`src/source/husky_defines.svh`:
```
`ifndef HUSKY_DEFINES_SVH
`define HUSKY_DEFINES_SVH

// Bus widths
`define HUSKY_DATA_W            8
`define HUSKY_ADDR_W            8
`define HUSKY_BYTECNT_W         7

`define HUSKY_ID_VALUE          8'h5A

// System block
`define HUSKY_ADDR_ID           8'h00
`define HUSKY_ADDR_SCRATCH      8'h01
`define HUSKY_ADDR_STATUS       8'h02
`define HUSKY_ADDR_CONTROL      8'h03

// Trigger block
`define HUSKY_ADDR_TRIG_MASK    8'h10
`define HUSKY_ADDR_TRIG_MODE    8'h11
`define HUSKY_ADDR_TRIG_COUNT   8'h12

// Target-IO block
`define HUSKY_ADDR_TARGET_POWER 8'h20
`define HUSKY_ADDR_TARGET_PROG  8'h21

// Heartbeat bit for the error LED, short for simulation
`define HUSKY_BLINK_BIT         3

`endif

```
`src/source/husky_pkg.sv`:
```
`default_nettype none

package husky_pkg;

   // Block chosen by the upper address nibble
   typedef enum logic [1:0] {
      BLK_SYSTEM  = 2'd0,
      BLK_TRIGGER = 2'd1,
      BLK_TARGET  = 2'd2,
      BLK_NONE    = 2'd3
   } reg_block_e;

   typedef enum logic {
      TRIG_OR  = 1'b0,
      TRIG_AND = 1'b1
   } trig_mode_e;

   typedef enum logic [1:0] {
      BUS_IDLE  = 2'd0,
      BUS_ADDR  = 2'd1,
      BUS_WRITE = 2'd2,
      BUS_READ  = 2'd3
   } bus_state_e;

endpackage

`default_nettype wire

```
`src/source/husky_top.sv`:
```
`timescale 1ns/100ps
`default_nettype none
`include "husky_defines.svh"

module husky_top (
   input  logic                     clk_usb_buf,
   input  logic                     reset_i,
   input  logic                     usb_cen_i,
   input  logic                     usb_alen_i,
   input  logic                     usb_wrn_i,
   input  logic                     usb_rdn_i,
   input  logic [`HUSKY_ADDR_W-1:0] usb_addr_i,
   input  logic [`HUSKY_DATA_W-1:0] usb_data_i,
   output logic [`HUSKY_DATA_W-1:0] usb_data_o,
   output logic                     usb_data_oe_o,
   input  logic [3:0]               target_io_i,
   input  logic                     sam_mosi_i,
   input  logic                     sam_spck_i,
   input  logic                     target_miso_i,
   output logic                     sam_miso_o,
   output logic                     target_poweron_o,
   output logic                     target_nrst_o,
   output logic                     target_nrst_oe_o,
   output logic                     target_mosi_o,
   output logic                     target_mosi_oe_o,
   output logic                     target_sck_o,
   output logic                     target_sck_oe_o,
   output logic                     trigger_o,
   output logic                     led_error_o
);

   husky_pkg::reg_block_e        reg_block;
   logic [`HUSKY_ADDR_W-1:0]     reg_addr;
   logic [`HUSKY_BYTECNT_W-1:0]  reg_bytecnt;
   logic [`HUSKY_DATA_W-1:0]     reg_wdata;
   logic                         reg_write;
   logic                         reg_read;
   logic                         bus_error;
   logic                         blk_rst;
   logic [`HUSKY_DATA_W-1:0]     rdata_system;
   logic [`HUSKY_DATA_W-1:0]     rdata_trigger;
   logic [`HUSKY_DATA_W-1:0]     rdata_target;

   usb_reg_frontend u_usb_reg_frontend (
      .clk_usb_buf     (clk_usb_buf),
      .reset_i         (reset_i),
      .usb_cen_i       (usb_cen_i),
      .usb_alen_i      (usb_alen_i),
      .usb_wrn_i       (usb_wrn_i),
      .usb_rdn_i       (usb_rdn_i),
      .usb_addr_i      (usb_addr_i),
      .usb_data_i      (usb_data_i),
      .usb_data_o      (usb_data_o),
      .usb_data_oe_o   (usb_data_oe_o),
      .reg_block_o     (reg_block),
      .reg_addr_o      (reg_addr),
      .reg_bytecnt_o   (reg_bytecnt),
      .reg_wdata_o     (reg_wdata),
      .reg_write_o     (reg_write),
      .reg_read_o      (reg_read),
      .bus_error_o     (bus_error),
      .rdata_system_i  (rdata_system),
      .rdata_trigger_i (rdata_trigger),
      .rdata_target_i  (rdata_target)
   );

   reg_system u_reg_system (
      .clk_usb_buf     (clk_usb_buf),
      .reset_i         (reset_i),
      .reg_block_i     (reg_block),
      .reg_addr_i      (reg_addr),
      .reg_wdata_i     (reg_wdata),
      .reg_write_i     (reg_write),
      .reg_read_i      (reg_read),
      .bus_error_i     (bus_error),
      .rdata_o         (rdata_system),
      .blk_rst_o       (blk_rst),
      .led_error_o     (led_error_o)
   );

   reg_trigger u_reg_trigger (
      .clk_usb_buf     (clk_usb_buf),
      .reset_i         (reset_i),
      .blk_rst_i       (blk_rst),
      .reg_block_i     (reg_block),
      .reg_addr_i      (reg_addr),
      .reg_bytecnt_i   (reg_bytecnt),
      .reg_wdata_i     (reg_wdata),
      .reg_write_i     (reg_write),
      .target_io_i     (target_io_i),
      .rdata_o         (rdata_trigger),
      .trigger_o       (trigger_o)
   );

   reg_target_io u_reg_target_io (
      .clk_usb_buf      (clk_usb_buf),
      .reset_i          (reset_i),
      .blk_rst_i        (blk_rst),
      .reg_block_i      (reg_block),
      .reg_addr_i       (reg_addr),
      .reg_wdata_i      (reg_wdata),
      .reg_write_i      (reg_write),
      .sam_mosi_i       (sam_mosi_i),
      .sam_spck_i       (sam_spck_i),
      .target_miso_i    (target_miso_i),
      .rdata_o          (rdata_target),
      .target_poweron_o (target_poweron_o),
      .target_nrst_o    (target_nrst_o),
      .target_nrst_oe_o (target_nrst_oe_o),
      .target_mosi_o    (target_mosi_o),
      .target_mosi_oe_o (target_mosi_oe_o),
      .target_sck_o     (target_sck_o),
      .target_sck_oe_o  (target_sck_oe_o),
      .sam_miso_o       (sam_miso_o)
   );

endmodule

`default_nettype wire

```
`src/source/reg_system.sv`:
```
`timescale 1ns/100ps
`default_nettype none
`include "husky_defines.svh"

module reg_system (
   input  logic                     clk_usb_buf,
   input  logic                     reset_i,
   input  husky_pkg::reg_block_e    reg_block_i,
   input  logic [`HUSKY_ADDR_W-1:0] reg_addr_i,
   input  logic [`HUSKY_DATA_W-1:0] reg_wdata_i,
   input  logic                     reg_write_i,
   input  logic                     reg_read_i,
   input  logic                     bus_error_i,
   output logic [`HUSKY_DATA_W-1:0] rdata_o,
   output logic                     blk_rst_o,
   output logic                     led_error_o
);

   logic [`HUSKY_DATA_W-1:0]   scratch_q;
   logic                       error_q;
   logic [`HUSKY_BLINK_BIT:0]  heartbeat_q;
   logic                       sel;
   logic                       wr;

   assign sel = (reg_block_i == husky_pkg::BLK_SYSTEM);
   assign wr  = sel & reg_write_i;

   always_ff @(posedge clk_usb_buf) begin
      if (reset_i) begin
         scratch_q   <= '0;
         error_q     <= 1'b0;
         blk_rst_o   <= 1'b0;
         heartbeat_q <= '0;
      end else begin
         heartbeat_q <= heartbeat_q + 1'b1;
         blk_rst_o   <= wr && (reg_addr_i[3:0] == 4'(`HUSKY_ADDR_CONTROL)) && reg_wdata_i[0];

         if (wr && reg_addr_i[3:0] == 4'(`HUSKY_ADDR_SCRATCH))
            scratch_q <= reg_wdata_i;

         // A new error wins over a clear in the same cycle
         if (bus_error_i)
            error_q <= 1'b1;
         else if (wr && reg_addr_i[3:0] == 4'(`HUSKY_ADDR_STATUS) && reg_wdata_i[0])
            error_q <= 1'b0;
      end
   end

   // Flash while the sticky flag is set
   assign led_error_o = error_q & heartbeat_q[`HUSKY_BLINK_BIT];

   always_comb begin
      rdata_o = '0;
      if (sel && reg_read_i) begin
         case (reg_addr_i[3:0])
            4'(`HUSKY_ADDR_ID):      rdata_o = `HUSKY_ID_VALUE;
            4'(`HUSKY_ADDR_SCRATCH): rdata_o = scratch_q;
            4'(`HUSKY_ADDR_STATUS):  rdata_o = {{(`HUSKY_DATA_W-1){1'b0}}, error_q};
            default:                 rdata_o = '0;   // CONTROL reads back zero
         endcase
      end
   end

endmodule

`default_nettype wire

```
`src/source/reg_target_io.sv`:
```
`timescale 1ns/100ps
`default_nettype none
`include "husky_defines.svh"

module reg_target_io (
   input  logic                     clk_usb_buf,
   input  logic                     reset_i,
   input  logic                     blk_rst_i,
   input  husky_pkg::reg_block_e    reg_block_i,
   input  logic [`HUSKY_ADDR_W-1:0] reg_addr_i,
   input  logic [`HUSKY_DATA_W-1:0] reg_wdata_i,
   input  logic                     reg_write_i,
   input  logic                     sam_mosi_i,
   input  logic                     sam_spck_i,
   input  logic                     target_miso_i,
   output logic [`HUSKY_DATA_W-1:0] rdata_o,
   output logic                     target_poweron_o,
   output logic                     target_nrst_o,
   output logic                     target_nrst_oe_o,
   output logic                     target_mosi_o,
   output logic                     target_mosi_oe_o,
   output logic                     target_sck_o,
   output logic                     target_sck_oe_o,
   output logic                     sam_miso_o
);

   logic power_q;
   logic prog_en_q;
   logic rst_ovr_en_q;
   logic rst_ovr_val_q;
   logic sel;
   logic prog_active;

   assign sel = (reg_block_i == husky_pkg::BLK_TARGET);

   always_ff @(posedge clk_usb_buf) begin
      if (reset_i || blk_rst_i) begin
         power_q       <= 1'b0;
         prog_en_q     <= 1'b0;
         rst_ovr_en_q  <= 1'b0;
         rst_ovr_val_q <= 1'b0;
      end else if (sel && reg_write_i) begin
         if (reg_addr_i[3:0] == 4'(`HUSKY_ADDR_TARGET_POWER))
            power_q <= reg_wdata_i[0];
         if (reg_addr_i[3:0] == 4'(`HUSKY_ADDR_TARGET_PROG)) begin
            prog_en_q     <= reg_wdata_i[0];
            rst_ovr_en_q  <= reg_wdata_i[1];
            rst_ovr_val_q <= reg_wdata_i[2];
         end
      end
   end

   // Pins float whenever the target is unpowered
   assign prog_active      = power_q & prog_en_q;
   assign target_poweron_o = power_q;

   assign target_nrst_oe_o = power_q & (prog_en_q | rst_ovr_en_q);
   assign target_nrst_o    = ~prog_en_q & rst_ovr_val_q;   // Held low while programming

   assign target_mosi_oe_o = prog_active;
   assign target_mosi_o    = prog_active & sam_mosi_i;
   assign target_sck_oe_o  = prog_active;
   assign target_sck_o     = prog_active & sam_spck_i;
   assign sam_miso_o       = prog_active & target_miso_i;

   always_comb begin
      rdata_o = '0;
      if (sel) begin
         case (reg_addr_i[3:0])
            4'(`HUSKY_ADDR_TARGET_POWER): rdata_o = {7'b0, power_q};
            4'(`HUSKY_ADDR_TARGET_PROG):
               rdata_o = {5'b0, rst_ovr_val_q, rst_ovr_en_q, prog_en_q};
            default: rdata_o = '0;
         endcase
      end
   end

endmodule

`default_nettype wire

```
`src/source/reg_trigger.sv`:
```
`timescale 1ns/100ps
`default_nettype none
`include "husky_defines.svh"

module reg_trigger (
   input  logic                        clk_usb_buf,
   input  logic                        reset_i,
   input  logic                        blk_rst_i,
   input  husky_pkg::reg_block_e       reg_block_i,
   input  logic [`HUSKY_ADDR_W-1:0]    reg_addr_i,
   input  logic [`HUSKY_BYTECNT_W-1:0] reg_bytecnt_i,
   input  logic [`HUSKY_DATA_W-1:0]    reg_wdata_i,
   input  logic                        reg_write_i,
   input  logic [3:0]                  target_io_i,
   output logic [`HUSKY_DATA_W-1:0]    rdata_o,
   output logic                        trigger_o
);

   logic [3:0]             io_meta;
   logic [3:0]             io_sync;
   logic [3:0]             mask_q;
   husky_pkg::trig_mode_e  mode_q;
   logic [15:0]            count_q;
   logic                   trig_d;
   logic [3:0]             masked;
   logic                   trig_comb;
   logic                   trig_rise;
   logic                   sel;
   logic                   count_wr;

   assign sel       = (reg_block_i == husky_pkg::BLK_TRIGGER);
   assign count_wr  = sel && reg_write_i && (reg_addr_i[3:0] == 4'(`HUSKY_ADDR_TRIG_COUNT));
   assign masked    = io_sync & mask_q;
   assign trig_rise = trigger_o & ~trig_d;

   // An empty mask never fires in AND mode
   assign trig_comb = (mode_q == husky_pkg::TRIG_OR) ? |masked :
                      ((mask_q != 4'b0) && (masked == mask_q));

   always_ff @(posedge clk_usb_buf) begin
      if (reset_i) begin
         io_meta <= '0;
         io_sync <= '0;
      end else begin
         io_meta <= target_io_i;   // Pins are asynchronous to the USB clock
         io_sync <= io_meta;
      end
   end

   always_ff @(posedge clk_usb_buf) begin
      if (reset_i || blk_rst_i) begin
         mask_q    <= '0;
         mode_q    <= husky_pkg::TRIG_OR;
         count_q   <= '0;
         trigger_o <= 1'b0;
         trig_d    <= 1'b0;
      end else begin
         trigger_o <= trig_comb;
         trig_d    <= trigger_o;

         if (count_wr)
            count_q <= '0;   // Any data clears the count
         else if (trig_rise)
            count_q <= count_q + 1'b1;

         if (sel && reg_write_i) begin
            if (reg_addr_i[3:0] == 4'(`HUSKY_ADDR_TRIG_MASK))
               mask_q <= reg_wdata_i[3:0];
            if (reg_addr_i[3:0] == 4'(`HUSKY_ADDR_TRIG_MODE))
               mode_q <= husky_pkg::trig_mode_e'(reg_wdata_i[0]);
         end
      end
   end

   always_comb begin
      rdata_o = '0;
      if (sel) begin
         case (reg_addr_i[3:0])
            4'(`HUSKY_ADDR_TRIG_MASK): rdata_o = {4'b0, mask_q};
            4'(`HUSKY_ADDR_TRIG_MODE): rdata_o = {7'b0, mode_q};
            4'(`HUSKY_ADDR_TRIG_COUNT): begin
               if (reg_bytecnt_i == '0)
                  rdata_o = count_q[7:0];
               else if (reg_bytecnt_i == 1)
                  rdata_o = count_q[15:8];
            end
            default: rdata_o = '0;
         endcase
      end
   end

   a_count_clear_vs_edge: assert property (@(posedge clk_usb_buf) disable iff (reset_i)
      count_wr |-> !trig_rise);

endmodule

`default_nettype wire

```
`src/source/usb_reg_frontend.sv`:
```
`timescale 1ns/100ps
`default_nettype none
`include "husky_defines.svh"

module usb_reg_frontend (
   input  logic                        clk_usb_buf,
   input  logic                        reset_i,
   input  logic                        usb_cen_i,
   input  logic                        usb_alen_i,
   input  logic                        usb_wrn_i,
   input  logic                        usb_rdn_i,
   input  logic [`HUSKY_ADDR_W-1:0]    usb_addr_i,
   input  logic [`HUSKY_DATA_W-1:0]    usb_data_i,
   output logic [`HUSKY_DATA_W-1:0]    usb_data_o,
   output logic                        usb_data_oe_o,
   output husky_pkg::reg_block_e       reg_block_o,
   output logic [`HUSKY_ADDR_W-1:0]    reg_addr_o,
   output logic [`HUSKY_BYTECNT_W-1:0] reg_bytecnt_o,
   output logic [`HUSKY_DATA_W-1:0]    reg_wdata_o,
   output logic                        reg_write_o,
   output logic                        reg_read_o,
   output logic                        bus_error_o,
   input  logic [`HUSKY_DATA_W-1:0]    rdata_system_i,
   input  logic [`HUSKY_DATA_W-1:0]    rdata_trigger_i,
   input  logic [`HUSKY_DATA_W-1:0]    rdata_target_i
);

   husky_pkg::bus_state_e state;
   husky_pkg::reg_block_e block_dec;
   logic [`HUSKY_BYTECNT_W-1:0] bytecnt_q;
   logic ale_stb;
   logic wr_stb;
   logic rd_stb;
   logic idle;
   logic mapped;

   // Strobes only count while the chip is enabled
   assign ale_stb = ~usb_cen_i & ~usb_alen_i;
   assign wr_stb  = ~usb_cen_i & ~usb_wrn_i;
   assign rd_stb  = ~usb_cen_i & ~usb_rdn_i;
   assign idle    = (state == husky_pkg::BUS_IDLE);
   assign mapped  = (reg_block_o != husky_pkg::BLK_NONE);

   assign reg_bytecnt_o = bytecnt_q;

   always_comb begin
      case (usb_addr_i[`HUSKY_ADDR_W-1 -: 4])
         4'h0:    block_dec = husky_pkg::BLK_SYSTEM;
         4'h1:    block_dec = husky_pkg::BLK_TRIGGER;
         4'h2:    block_dec = husky_pkg::BLK_TARGET;
         default: block_dec = husky_pkg::BLK_NONE;
      endcase
   end

   always_ff @(posedge clk_usb_buf) begin
      if (reset_i) begin
         state         <= husky_pkg::BUS_IDLE;
         reg_block_o   <= husky_pkg::BLK_NONE;
         bytecnt_q     <= '0;
         reg_write_o   <= 1'b0;
         reg_read_o    <= 1'b0;
         bus_error_o   <= 1'b0;
         usb_data_oe_o <= 1'b0;
      end else begin
         state       <= husky_pkg::BUS_IDLE;
         reg_write_o <= 1'b0;
         reg_read_o  <= 1'b0;
         bus_error_o <= 1'b0;

         // Count advances once the pulse has been served
         if (state == husky_pkg::BUS_WRITE || state == husky_pkg::BUS_READ)
            bytecnt_q <= bytecnt_q + 1'b1;

         if (idle) begin
            if (ale_stb) begin
               state       <= husky_pkg::BUS_ADDR;
               reg_block_o <= block_dec;
               bytecnt_q   <= '0;
            end else if (wr_stb) begin
               state       <= husky_pkg::BUS_WRITE;
               reg_write_o <= mapped;
               bus_error_o <= ~mapped;
            end else if (rd_stb) begin
               state       <= husky_pkg::BUS_READ;
               reg_read_o  <= mapped;
               bus_error_o <= ~mapped;
            end
         end

         if (usb_cen_i)
            usb_data_oe_o <= 1'b0;   // Release the bus when deselected
         else if (state == husky_pkg::BUS_READ)
            usb_data_oe_o <= 1'b1;
      end
   end

   always_ff @(posedge clk_usb_buf) begin
      if (idle && ale_stb)
         reg_addr_o <= usb_addr_i;
      if (idle && wr_stb)
         reg_wdata_o <= usb_data_i;
      // Unselected blocks return zero
      if (state == husky_pkg::BUS_READ)
         usb_data_o <= rdata_system_i | rdata_trigger_i | rdata_target_i;
   end

   a_no_rd_wr_overlap: assert property (@(posedge clk_usb_buf) disable iff (reset_i)
      !(reg_read_o && reg_write_o));

   // Latched address must sit in one of the three block ranges
   a_pulse_mapped: assert property (@(posedge clk_usb_buf) disable iff (reset_i)
      (reg_read_o || reg_write_o) |-> (reg_addr_o[`HUSKY_ADDR_W-1 -: 4] <= 4'h2));

endmodule

`default_nettype wire

```
`config.mk`:
```
export PLATFORM = sky130hd
export DESIGN_NAME = husky_top
export DESIGN_NICKNAME = d
export VERILOG_FILES = /design/src/source/husky_pkg.sv /design/src/source/husky_top.sv /design/src/source/reg_system.sv /design/src/source/reg_target_io.sv /design/src/source/reg_trigger.sv /design/src/source/usb_reg_frontend.sv
export VERILOG_INCLUDE_DIRS = /design/src /design/src/source
export SDC_FILE = /design/constraint.sdc
export NUM_CORES = 1
export LEC_CHECK = 0
export BUFFER_PORTS_ARGS = -buffer_cell sky130_fd_sc_hd__buf_4
export CAP_MARGIN = 10
export CORE_ASPECT_RATIO = 1.1
export CORE_MARGIN = 4
export CORE_UTILIZATION = 45
export CTS_BUF_LIST = sky130_fd_sc_hd__clkbuf_2 sky130_fd_sc_hd__clkbuf_4 sky130_fd_sc_hd__clkbuf_8
export DETAILED_ROUTE_END_ITERATION = 10
export GPL_TIMING_DRIVEN = 1
export PLACE_DENSITY_LB_ADDON = 0.2
export SKIP_LAST_GASP = 1
export SLEW_MARGIN = 25
export SYNTH_ARGS = -nofsm -noshare
export SYNTH_HDL_FRONTEND = slang
export SYNTH_SLANG_ARGS = --single-unit
```
`constraint.sdc`:
```
create_clock -name clk_usb_buf -period 3.87 [get_ports clk_usb_buf]
set_input_delay 0.387 -clock clk_usb_buf [delete_from_list [all_inputs] [get_ports clk_usb_buf]]
set_output_delay 0.387 -clock clk_usb_buf [all_outputs]
set_load 0.05 [all_outputs]
```
==> results.txt <==
----------------------------------------------------
[Detailed routing]
  Routed length on met2 ... 3550 µm
  Detail-routed net length per standard cell ... 14.3 µm
  DR WL met3 ... 427 µm
  Antenna Violating Nets Remaining ... 0
  Total via count in the routed design ... 2842
  DRC violation count after routing ... 0
  Via density per instance ... 5.31
  Count of routing violations after the opening detailed-route iteration ... 137
  Overall routed net length ... 7650 µm
  DRT met1 WL ... 3570 µm
  Top Metal Used ... met4
  DRT Pass-1 Iters ... 4

[Global route]
  Remaining Overflow, GRT ... 0
  Via count of the first global-routing pass ... 2691
  Gr usage total ... 16.8%
  Wire length of the first global-routing pass ... 12700 µm
  Maximum number of pins on one net before global-route repair ... 29
  Initial antenna violation count ... 0

[Timing]
  Worst clock skew ... 7.65 ps
  Fraction of the cycle the final worst path needs ... 46.0%
  Hold violation count in the final report ... 0
  Minimum period implied by the final worst setup slack ... 1780 ps
  Unrepaired setup endpoints after global routing ... false
  Slew Limit Fails ... 0
  Max Freq ... 562 MHz
  Rel. slew slack ... 57.9%
  Slew at the pin closest to its max-slew limit ... 629 ps
  Total of endpoints with negative setup slack in the final report ... 0
  Setup TNS after final layout ... 0 ps

[Clock network]
  TritonCTS clock tree ... built
  Clk_lat worst skew ... 350 ps
  Resized cells post-CTS ... 0
  CTS sink count ... 84
  Cts bufs inserted ... 9
  Maximum count of clock buffers along a single path ... 2
  CTS Hold Buffers Added ... 0
  H-Tree Level Count ... 3
  Clock tree root driver cell ... clkbuf_8
  Buffer count from post-CTS setup fixing ... 0
  Reg clk slew, reported paths ... 90 ps

[Placement]
  Placed instance area ... 4040 µm²
  Estimated wirelength of the detail-placed design ... 5600 µm
  Port buffer count ... 47
  Final RePlAce weighted congestion ... 0.863

[Power and ir drop]
  Maximum resistive drop on vdd ... 0.000206 V
  Power per Cell Area ... 419 nW/µm²
  Lkg Pwr ... 1.50 nW

[Floorplanning]
  Boundary pin count ... 48
  Starting utilization of the core area ... 46.1%
  Height of the chip ... 102 µm
  Total die area ... 9570 µm²
  Area of the core ... 7870 µm²
  Standard-cell row count ... 34
  Die W ... 93.6 µm

[Synth]
  Proportion of netlist area held by the largest area contributor ... 35.3%
  Synth area leader ... dfxtp_1
  Post-synthesis instance area ... 3630 µm²
  Number of distinct library cells after synthesis ... 56
  Combinational family with the most area after synthesis ... simple AND/OR/NAND/NOR gates
  Fraction of synthesized area in multiplexers ... 1.66%
  Synth async-reset ratio ... 0%
  Number of warnings printed during yosys synthesis ... 0
  Mean instance size in the synthesized netlist ... 9.52 µm²
  Top_reg_cell synth ... dfxtp_1
  Simple-gate portion of the synthesized area ... 25.3%
  Mapped Cells ... 381
  Largest cells by area after synthesis ... dfxtp_1, edfxtp_1, a21oi_1
  Sequential area share after synthesis ... 51.9%
  Synth Net Count ... 415
  Post-synthesis sequential element count ... 84
  Area share of fa/ha/maj cells after synthesis ... 1.72%
  Xor/xnor cell area share of the yosys netlist ... 4.10%
  Complex-gate fraction of the synthesized area ... 11.8%
  EDFF count, synth ... 20

[Setup path]
  Delay of the slowest cell on the worst path ... 540 ps
  Endpoint of the worst-slack reg-to-reg timing path ... u_reg_trigger.mask_q[2]
  Kind of capture point of the worst setup path ... register
  Category of the most critical setup path ... register to register
  Arr. time, crit path ... 2020 ps
  Crit path max-delay cell type ... edfxtp_1
  Worst setup path end ... u_reg_trigger.mask_q[2]
  Ordered cell list for the critical path ... nor4_4 > and2_0 > mux2i_1 > nor2_1
  Critical path peak fanout ... 9
  R2R Setup Slk ... 2090 ps
  Data required time at the worst endpoint ... 4110 ps
  Type of element launching the critical path ... register
  Logic depth of the worst register-to-register path ... 4
  Critical R2R Launch ... u_usb_reg_frontend.reg_addr_o[1]
  Worst setup path startpoint ... u_usb_reg_frontend.reg_addr_o[1]

[Cells and area]
  Layout cells sized above 1 ... 18.0%
  Area growth from synthesis to layout ... 18.6%
  Post-route cell area ... 4300 µm²
  Commonest non-fill, non-tap cells in the layout ... dfxtp_1, buf_4, nor2_1
  Fill count ... 725
  Layout Nets ... 456
  Number of antenna repair diodes ... 0
  Leading cell type in the layout, fill and taps excluded ... dfxtp_1

[Job]
  Maximum capacitance violations ... 0

[Hold path]
  Min-Delay Path Class ... input port to register

[Status]
  Result of the run ... finished, final reports clean

----------------------------------------------------
[layout make-up]
type                            count  area [µm²]  share of cell area (%)
Sequential cell                    84        1880                    43.7
Multi-Input combinational cell    268        1620                    37.5
Timing Repair Buffer               49         368                    8.55
Clock inverter                      6         135                    3.14
Tap cell                          108         135                    3.14
Clock buffer                       10         131                    3.05
Inverter                           10        37.5                   0.872
[cells by family (layout without fill, tap and decap cells)]
| group | Yosys count | after routing |
|---|---|---|
| mux | 6 | 6 |
| compound gates | 74 | 74 |
| buf+inv | 29 | 75 |
| simple gates | 166 | 166 |
| xor+xnor | 17 | 17 |
| flops | 84 | 84 |
| fa+ha+maj | 5 | 5 |
[worst max-delay path, delay by kind of cell, from the launching register on]
| family | cells | cell delay, ps |
|---|---|---|
| flip-flops | 1 | 540 |
| multiplexers | 1 | 220 |
| AND/OR/NAND/NOR | 3 | 910 |
[per-layer routing]
layer	GRT usage [%]	vias to the layer above
li1	-	1431
met1	22.0	1332
met2	27.2	71
met3	3.31	8
met4	7.56	0
met5	0	-
[report_power, final]
group	internal, mW	leakage [nW]	total [mW]	switching (mW)
logic	0.0324	0.675	0.0647	0.0323
registers	0.912	0.694	0.926	0.0141
clock network	0.503	0.134	0.812	0.310
total	1.45	1.50	1.80	0.356
[cells in the mapped netlist, types with 2 or more instances]
| cell type | count |
|---|---|
| nand3_4 | 2 |
| or4_1 | 6 |
| mux2i_1 | 6 |
| o22ai_1 | 3 |
| a21oi_1 | 38 |
| nand4_1 | 11 |
| nor3_1 | 4 |
| nor2b_1 | 12 |
| and2_1 | 3 |
| o21bai_1 | 2 |
| nand2b_1 | 2 |
| o31ai_1 | 4 |
| xor2_1 | 13 |
| clkbuf_1 | 9 |
| nand2_1 | 39 |
| inv_1 | 10 |
| nor4_1 | 5 |
| a21boi_0 | 2 |
| o21ai_0 | 14 |
| buf_4 | 2 |
| ha_1 | 5 |
| edfxtp_1 | 20 |
| nand3_1 | 12 |
| nand3b_1 | 4 |
| a22oi_1 | 3 |
| buf_2 | 6 |
| dfxtp_1 | 64 |
| nor2_1 | 42 |
| a21o_1 | 2 |
| or3_1 | 2 |
| nor3b_1 | 2 |
| xnor2_1 | 4 |
| and3_1 | 5 |
[state kept, by name, summed over array words and instances, names as in the netlist, 4 cells and up]
name / count
u_reg_system.scratch_q: 8
u_usb_reg_frontend.reg_bytecnt_o: 7
u_reg_system.heartbeat_q: 4
u_reg_trigger.count_q: 16
u_reg_trigger.io_meta: 4
u_usb_reg_frontend.usb_data_o: 8
u_usb_reg_frontend.reg_wdata_o: 8
u_reg_trigger.mask_q: 4
u_reg_trigger.io_sync: 4
u_usb_reg_frontend.reg_addr_o: 4
[how the worst min path moves through the flow]
stage                                                   end  depth (start not counted)  slack, ps                      startpoint
final                     u_usb_reg_frontend.reg_wdata_o[2]                          1        210                   usb_data_i[2]
after global routing      u_usb_reg_frontend.reg_wdata_o[4]                          1        180                   usb_data_i[4]
after CTS                 u_usb_reg_frontend.reg_wdata_o[2]                          1        190                   usb_data_i[2]
after detailed placement           u_reg_trigger.io_sync[1]                          1        420        u_reg_trigger.io_meta[1]
after global placement             u_reg_trigger.io_sync[1]                          1        420        u_reg_trigger.io_meta[1]
after floorplan                        u_reg_system.error_q                          2        410  u_usb_reg_frontend.bus_error_o
[stage by stage]
stage | total power, mW | std cells | setup WS [ps] | hold WS [ps] | util [%]
2_1_floorplan | 0.977 | 381 | 1980 | 411 | -
3_3_place_gp | 1.01 | 519 | 2150 | 423 | 51.3
3_5_place_dp | 1.01 | 519 | 2090 | 421 | 51.3
4_1_cts | 1.82 | 535 | 2070 | 190 | 54.7
5_1_grt | 1.87 | 535 | 1800 | 181 | 54.7
6_report | 1.80 | 535 | 2090 | 208 | 54.7
No activity file was read; power rests on OpenSTA's default activity.
